<file path="src/source/feeder_regs_pkg.sv">
// APB register map of the pixel feeder
// offsets and bit positions for control and status
package feeder_regs_pkg;

   // bus widths
   localparam int apb_addr_width = 4;
   localparam int apb_data_width = 32;

   // register offsets
   localparam logic [apb_addr_width-1:0] reg_ctrl        = 4'h0;
   localparam logic [apb_addr_width-1:0] reg_status      = 4'h4;
   localparam logic [apb_addr_width-1:0] reg_frame_count = 4'h8;

   // control register bits
   localparam int ctrl_enable_bit = 0;
   localparam int ctrl_irq_en_bit = 1;

   // status register bits
   // done is sticky, write 1 to clear
   localparam int status_done_bit   = 0;
   // buffer bit reads 0 for buffer one
   localparam int status_buffer_bit = 1;

endpackage

</file>
<file path="src/source/feeder_regs.sv">
`timescale 1ns/10ps
// APB slave for the pixel feeder
// holds the enables, the sticky frame-done flag, the frame counter and the interrupt
module feeder_regs (
   input  logic                                       cpu_clk_g,
   input  logic                                       rst,
   input  logic                                       psel,
   input  logic                                       penable,
   input  logic                                       pwrite,
   input  logic [feeder_regs_pkg::apb_addr_width-1:0] paddr,
   input  logic [feeder_regs_pkg::apb_data_width-1:0] pwdata,
   output logic [feeder_regs_pkg::apb_data_width-1:0] prdata,
   output logic                                       pready,
   output logic                                       pslverr,
   input  logic                                       frame_done,
   input  logic                                       active_buffer,
   output logic                                       fetch_enable,
   output logic                                       frame_irq
);
   import feeder_regs_pkg::*;

   logic                      access;
   logic                      wr_access;
   logic                      addr_hit;
   logic                      irq_en;
   logic                      done_flag;
   logic [apb_data_width-1:0] frame_count;
   logic [apb_data_width-1:0] rd_mux;

   // access phase, no wait states
   assign access    = psel & penable;
   assign wr_access = access & pwrite;

   always_comb begin
      addr_hit = 1'b1;
      rd_mux   = '0;
      case (paddr)
         reg_ctrl: begin
            rd_mux[ctrl_enable_bit] = fetch_enable;
            rd_mux[ctrl_irq_en_bit] = irq_en;
         end
         reg_status: begin
            rd_mux[status_done_bit]   = done_flag;
            rd_mux[status_buffer_bit] = active_buffer;
         end
         reg_frame_count: begin
            rd_mux = frame_count;
         end
         default: begin
            addr_hit = 1'b0;
         end
      endcase
   end

   assign pready  = 1'b1;
   assign pslverr = access & ~addr_hit;
   // unmapped offsets read as zero
   assign prdata  = (access && !pwrite) ? rd_mux : '0;

   // control bits
   always_ff @(posedge cpu_clk_g) begin
      if (rst) begin
         fetch_enable <= 1'b0;
         irq_en       <= 1'b0;
      end else if (wr_access && paddr == reg_ctrl) begin
         fetch_enable <= pwdata[ctrl_enable_bit];
         irq_en       <= pwdata[ctrl_irq_en_bit];
      end
   end

   // sticky done, a new frame wins over a clear in the same cycle
   always_ff @(posedge cpu_clk_g) begin
      if (rst) begin
         done_flag <= 1'b0;
      end else if (frame_done) begin
         done_flag <= 1'b1;
      end else if (wr_access && paddr == reg_status && pwdata[status_done_bit]) begin
         done_flag <= 1'b0;
      end
   end

   // completed frames since reset
   always_ff @(posedge cpu_clk_g) begin
      if (rst) begin
         frame_count <= '0;
      end else if (frame_done) begin
         frame_count <= frame_count + 1'b1;
      end
   end

   assign frame_irq = done_flag & irq_en;

endmodule

</file>
<file path="config.mk">
export PLATFORM = sky130hd
export DESIGN_NAME = feeder_regs
export DESIGN_NICKNAME = d
export VERILOG_FILES = /design/src/source/feeder_regs_pkg.sv /design/src/source/feeder_regs.sv
export SDC_FILE = /design/constraint.sdc
export NUM_CORES = 1
export LEC_CHECK = 0
export BUFFER_PORTS_ARGS = -buffer_cell sky130_fd_sc_hd__buf_2
export CAP_MARGIN = 15
export CORE_AREA = 2 2 64 66
export CTS_BUF_LIST = sky130_fd_sc_hd__clkbuf_4
export CTS_CLUSTER_SIZE = 8
export DETAILED_ROUTE_END_ITERATION = 7
export DIE_AREA = 0 0 66 68
export PLACE_DENSITY = 0.95
export SLEW_MARGIN = 20
export SYNTH_ARGS = -nofsm -noshare
export SYNTH_HDL_FRONTEND = slang
export SYNTH_SLANG_ARGS = --single-unit
</file>
<file path="constraint.sdc">
create_clock -name cpu_clk_g -period 4 [get_ports cpu_clk_g]
set_input_delay 1 -clock cpu_clk_g [delete_from_list [all_inputs] [get_ports cpu_clk_g]]
set_output_delay 1 -clock cpu_clk_g [all_outputs]
set_load 0.01 [all_outputs]
</file>
* Word level (Yosys, flattened, before mapping) *
Index checks and enable logic that the tools add are counted.

storage, ports and cells
  register bits = 35
  input bits = 43
  logic and storage cells = 26

cells by class
  $add $sub $neg = 1
  eq/ne operators = 2
  multiplexer cells = 6
  bitwise operators = 5
  reductions and logical operators = 8

operators by type and width
  kind                   count
  $add 32x1->32 const B  1
  $mux 32                1
  $mux 30                1
  $pmux 2 s3             1
  $and 1x1->1            4
  $eq 4x3->1 const B     1
  $eq 4x4->1 const B     1
  $logic_and 1x1->1      4
  $logic_not 4->1        1
  $mux 1                 3
  $reduce_or 3->1        1
  $reduce_bool 2->1      1
  $logic_not 1->1        1
  $not 1->1              1

* Depth between registers and ports, before layout *
Gate-level depths: netlist of run 1.

  depth after elaboration = 6
  gate-level depth with buffers = 7
  depth with buffers taken out = 5

* Least setup slack after synthesis of run 1 *
OpenSTA, ideal clock, no wires.

  path kind = in2out
  start = in paddr[3] in the netlist's numbering
  end = out prdata[10] in the netlist's numbering
  data arrival time = 2095 ps
  path slack = 905 ps
  stages = 5
  path through = clkbuf_1 > inv_1 > nor4_1 > clkbuf_1 > and2_1

between the ends
  word-level cells in the longest chain between the ends = 3

ends and longest elaborated chain
  item             line               source
  start, declared  feeder_regs.sv:10  input logic [feeder_regs_pkg::apb_addr_width-1:0] paddr,
  $eq 4x4->1       feeder_regs.sv:37  case (paddr)
  $mux 30          feeder_regs.sv:37
  $mux 32          feeder_regs.sv:58  assign prdata = (access && !pwrite) ? rd_mux : '0;
  end, declared    feeder_regs.sv:12  output logic [feeder_regs_pkg::apb_data_width-1:0] prdata,

Every way passes these cells.

* Final worst setup path of run 1 *
  start = in paddr[0] in the netlist's numbering
  end = out prdata[7] in the netlist's numbering

The elaborated chain is that of the path after synthesis.

==> out/results.md, run 1 <==
| Parameter | Value |
|---|---|
| Area growth from synthesis to final layout | 13.2% |
| LEAKAGE | 0.000921 uW |
| HPWL after DPL | 2.97 mm |
| CTS clock-pin slew for the worst setup and hold paths | 100 ps |
| Count of endpoints failing setup in the final report | 0 |
| DRT iter0 DRCs | 123 |
| Worst slew slack as a fraction of its limit | 56.3% |
| Worst setup skew after layout | 12.2 ps |
| WL/cell | 13.1 um |
| Routed wire length | 4.30 mm |
| Total die area | 4490 sq um |
| Core area | 3860 sq um |
| Cell at the root of the clock tree | clkbuf_4 |
| Setup CP Type | input pin to output pin |
| Min setup slack post-route | 793 ps |
| Synthesized area divided by synthesized cell count | 8.26 sq um |
| Slack of the worst reg-to-reg path | 1770 ps |
| Max Root-Sink Buffers | 2 |
| Top Ports | 79 |
| X dimension of the die | 66 um |
| Number of standard-cell rows in the floorplan | 23 |
| Ys async rst share | 0% |
| Clock buffers created by TritonCTS | 5 |
| Dominant register cell in the synthesized netlist | dfxtp_1 |
| Worst-case reg-to-reg path depth | 5 |
| Portion of synthesized cell area occupied by the leading cell type | 35.1% |
| Worst-Margin Slew | 655 ps |
| Crit end category | output pin |
| Status | completed |
| Dominant cell type by area after synthesis | dfxtp_1 |
| Number of placed cells counting well taps | 321 |
| Post-DR vias/cell | 5.56 |
| Cell types occupying the most area after synthesis | dfxtp_1 (35%), and2_1 (10%), nor2_1 (4.1%) |
| Fin crit share | 80.2% |
| Count of unresolved DRC violations after routing | 0 |
| Filler-free cell count of the finished design | 329 |
| Capture point of the worst reg-to-reg path | frame_count[18] |
| Most common cell in the netlist | dfxtp_1 |
| Final instance area | 2260 sq um |
| Count of maximum capacitance violations | 0 |
| Total Neg Setup Slack | 0 ps |
| Post-DRT Antenna Nets | 0 |
| Gate count of the mapped netlist | 242 |
| Time the worst path needs with I/O delays and setup | 3210 ps |
| Data arrival time of the critical path | 2210 ps |
| Min-delay worst type | register to register |
| Highest clock frequency the design can meet | 312 MHz |
| Resized cells post-CTS | 0 |
| Placed cell areas | 2200 sq um |
| Library cells used by synthesis | 40 |
| CP Data Required Time | 3000 ps |
| Fraction of final layout cells with drive strength greater than 1 | 23.3% |
| Worst slack, placed | 790 ps |
| CTS tree | built |
| Startpoint of the worst-slack reg-to-reg timing path | frame_count[0] |
| Hold Worst Slack | 489 ps |
| Final hold viol count | 0 |
| Unrepaired setup endpoints after global routing | no |
| Post CTS Setup Buffer Count | 0 |
| Setup crit start kind | input pin |
| Library cell appearing most often on the critical path | buf_2 |
| Gp weighted congestion | 0.805 |
| Highest-delay cell along the critical path | nand4bb_1 |
| Clock latency at the later pin of the worst-skew pair | 340 ps |
| Starting Density | 51.8% |
| Critical-path cell list | buf_2 > nand4bb_1 > nor4_2 > buf_4 > and2_1 > buf_2 |
| Initial antenna violation count | 0 |
| CP Launch Point | paddr[0] |
| Number of antenna repair diodes | 0 |
| Vias post-DR | 1830 |
| First drt pass iteration count | 4 |
| First-pass GRT wire length | 7.13 mm |
| Worst IR Drop VDD | 0.166 mV |
| Power density over the cells | 258 nW/um^2 |
| Final Max Slew Viols | 0 |
| Final global-route overflow total | 0 |
| Chip height | 68 um |
| Number of synthesized register bits | 35 |
| Max Fanout on Critical Path | 30 |
| Total of warnings raised by yosys | 0 |
| Endpoint of the most critical setup path | prdata[7] |
| Sequential cell area fraction in the yosys report | 35.1% |
| Largest stage delay on the critical path | 300 ps |
| Most common library cells after synthesis | dfxtp_1 (35), and2_1 (32), nor2_1 (22) |
| Mapped Nets | 286 |
| Post-CTS Hold Fix Bufs | 0 |
| Port Buffers | 47 |
| Number of sinks handled by clock tree synthesis | 35 |
| EDFF count, synth | 0 |
| Pin count of the biggest net entering global routing | 39 |
| Netlist area before placement | 2000 sq um |
| Vias in the first global route | 1638 |
| # nets final | 322 |
| Tot GR Track Use | 20.7% |
| H-tree Lvls | 2 |
[per-layer routing]
layer / vias to the layer above / track usage, % / routed length (um)
met5: - / 0 / 0
met4: 0 / 10.2 / 116
met3: 12 / 4.93 / 221
met2: 54 / 35.7 / 2030
met1: 830 / 24.1 / 1930
li1: 934 / - / -
[through the flow]
| stage | util (%) | total power (uW) |
|---|---|---|
| CTS | 58.7 | 587 |
| detailed placement | 57.2 | 392 |
| global route | 58.7 | 606 |
| global placement | 57.2 | 391 |
| finish | 58.7 | 583 |
| floorplan | - | 383 |
[registers in the layout, summed over array words and instances, names as in the netlist]
signal and flops:
irq_en 1, fetch_enable 1, frame_count 32, done_flag 1
[critical path: cells and delay by family]
| family | cells | cell delay (ps) |
|---|---|---|
| buffers and inverters | 3 | 520 |
| AND/OR/NAND/NOR | 3 | 680 |
[layout make-up]
class,count,area (sq um)
fill,352,1590
multi-input combinational,184,1180
sequential,35,701
timing repair buffer,48,243
tap,50,62.6
clock buffer,7,52.6
inverter,4,15.0
clock inverter,1,5.00
[cell families (layout without fill, tap and decap cells)]
kind of cell               count (synthesis)  count (layout)  share of synthesized area, %
xor gates and xnor gates                  13              13                          5.70
muxes                                      8               8                          4.20
adders and majority gates                  1               1                         0.626
and+or+nand+nor                          126             126                          37.4
other                                      1               1                         0.188
buffers and inverters                     23              60                          6.01
DFF                                       35              35                          35.1
AOI/OAI and AO/OA                         35              35                          10.8
[report_power, final]
part / switching, uW / internal (uW) / leakage, uW
Clock: 118 / 82.1 / 0.0000361
Sequential: 3.58 / 351 / 0.000283
Combinational: 17.2 / 11.6 / 0.000603
[placed cells by master (no fill, tap or decap), drive strengths merged, types with 2 or more instances in the layout]
cell type,count
buf,48
nand2,12
nor3,2
and3,3
mux2,3
inv,4
nand3,12
and4,6
o31ai,9
nor2,22
or3,4
nor2b,3
xor2,9
or4,9
dfxtp,35
mux2i,5
a21oi,15
nand4,12
nor4,7
o21ai,5
and2,32
xnor2,4
clkbuf,7
[worst min-delay path by stage]
stage / endpoint / startpoint / cells after the start
final: done_flag / done_flag / 2
after global routing: done_flag / done_flag / 2
after CTS: done_flag / done_flag / 2
after detailed placement: done_flag / done_flag / 2
after global placement: done_flag / done_flag / 2
after floorplan: done_flag / done_flag / 2
No activity file was read; power rests on OpenSTA's default activity.
==> run 2, diff against run 1 <==
CORE_AREA = 2 2 67 69   (was 2 2 64 66)
DIE_AREA = 0 0 69 71   (was 0 0 66 68)
PLACE_DENSITY = 0.88   (was 0.95)
clock period = 3.34 ns   (was 4 ns; I/O delays follow)
==> run 2 against run 1 <==
Compared with the run above: worst hold slack gained 28 ps; global-route usage shrank 2.8 points; sequential share of layout area shrank 0.14 points; non-clock buffer count grew 1; critical path type unchanged.
==> out/results.md, run 2 (synthesis results as in run 1) <==
| Parameter | Value |
|---|---|
| Status | completed |
| Final hold viol count | 0 |
| Tot GR Track Use | 17.9% |
| Setup CP Type | input pin to output pin |
| DRT iter0 DRCs | 123 |
| WL/cell | 13.3 um |
| Post-DRT Antenna Nets | 0 |
| Count of endpoints failing setup in the final report | 0 |
| Utilization after layout | 54.0% |
| Chip height | 71 um |
| Final global-route overflow total | 0 |
| Worst setup skew after layout | 17.1 ps |
| LEAKAGE | 0.000922 uW |
| H-tree Lvls | 2 |
| Number of sinks handled by clock tree synthesis | 35 |
| First-pass GRT wire length | 7.31 mm |
| Clock buffers created by TritonCTS | 5 |
| Hold Worst Slack | 517 ps |
| Starting Density | 47.5% |
| Pin count of the biggest net entering global routing | 39 |
| Unrepaired setup endpoints after global routing | no |
| Time the worst path needs with I/O delays and setup | 2880 ps |
| Worst slew slack as a fraction of its limit | 54.8% |
| Worst slack, placed | 450 ps |
| Total Neg Setup Slack | 0 ps |
| X dimension of the die | 69 um |
| Total die area | 4900 sq um |
| CTS tree | built |
| Max Fanout on Critical Path | 19 |
| Count of maximum capacitance violations | 0 |
| Routed wire length | 4.41 mm |
| HPWL after DPL | 3.17 mm |
| Post-CTS Hold Fix Bufs | 0 |
| # nets final | 323 |
| Min-delay worst type | register to register |
| Final Max Slew Viols | 0 |
| Leading cell type in the layout, fill and taps excluded | buf_2 |
| Worst-Margin Slew | 679 ps |
| Post-DR vias/cell | 5.62 |
| Resized cells post-CTS | 0 |
| CP Data Required Time | 2500 ps |
| First drt pass iteration count | 4 |
| Core area | 4200 sq um |
| CTS clock-pin slew for the worst setup and hold paths | 120 ps |
| Crit end category | output pin |
| Fin crit share | 86.4% |
| Port Buffers | 47 |
| Cell at the root of the clock tree | clkbuf_4 |
| Number of antenna repair diodes | 0 |
| Fill count | 393 |
| Area growth from synthesis to final layout | 13.7% |
| Count of unresolved DRC violations after routing | 0 |
| Vias post-DR | 1866 |
| Clock latency at the later pin of the worst-skew pair | 350 ps |
| Top Ports | 79 |
| Setup crit start kind | input pin |
| Initial antenna violation count | 0 |
| Data arrival time of the critical path | 2050 ps |
| Max Root-Sink Buffers | 2 |
| Register name with the most flops | frame_count |
| Most used cells in the layout excluding fill and tap cells | buf_2 (47), dfxtp_1 (35), and2_1 (32) |
| Min setup slack post-route | 455 ps |
| Vias in the first global route | 1743 |
| Worst IR Drop VDD | 0.151 mV |
| Gp weighted congestion | 0.775 |
| Max reg flops | 32 |
| Post CTS Setup Buffer Count | 0 |
| Highest clock frequency the design can meet | 347 MHz |
| Fraction of final layout cells with drive strength greater than 1 | 23.6% |
| Power density over the cells | 307 nW/um^2 |
| Overall power | 698 uW |
| Number of standard-cell rows in the floorplan | 24 |
-- run 2: changes by cell type in the layout (fill, tap and decap cells not counted), sizes merged --
| cell | delta |
|---|---|
| clkinvlp | +1 |
| buf | +1 |
| clkbuf | -1 |
-- run 2: final timing paths --
| check | start | end | slack, ps | cells after the start |
|---|---|---|---|---|
| setup / recovery | paddr[0] | prdata[12] | 460 | 6 |
| hold / removal | frame_count[15] | frame_count[15] | 520 | 2 |
| setup reg to reg | frame_count[0] | frame_count[18] | 1090 | 5 |
| hold reg to reg | frame_count[15] | frame_count[15] | 520 | 2 |
-- run 2: layout make-up --
class / count / area [sq um] / share of cell area (%)
sequential: 35 / 701 / 30.8
timing repair buffer: 49 / 250 / 11.0
multi-input combinational: 184 / 1180 / 52.1
clock inverter: 2 / 12.5 / 0.551
inverter: 4 / 15.0 / 0.661
tap: 52 / 65.1 / 2.86
clock buffer: 6 / 45.0 / 1.98
-- run 2: per-stage QoR --
step                      std cells  area [sq um]
after floorplan                 242          2000
after global placement          324          2210
after detailed placement        324          2210
after CTS                       332          2270
after global routing            332          2270
final                           332          2270
-- run 2: critical path: stages --
cell and delay, ps:
buf_2 100, nand4bb_1 300, nor4_2 290, buf_4 250, and2_1 140, buf_2 120
-- run 2: metal layers --
layer | share of wire (%) | GRT usage, % | up-vias
li1 | - | - | 941
met2 | 50 | 32.4 | 40
met1 | 45 | 20.9 | 880
met4 | 1.1 | 7.63 | 0
met5 | 0 | 0 | -
met3 | 3.9 | 2.85 | 5
-- run 2: report_power, final --
group | leakage [uW] | total [uW] | internal (uW) | switching, uW
logic | 0.000608 | 35.9 | 14.0 | 21.9
registers | 0.000283 | 425 | 421 | 4.54
clock network | 0.0000317 | 237 | 89.3 | 147
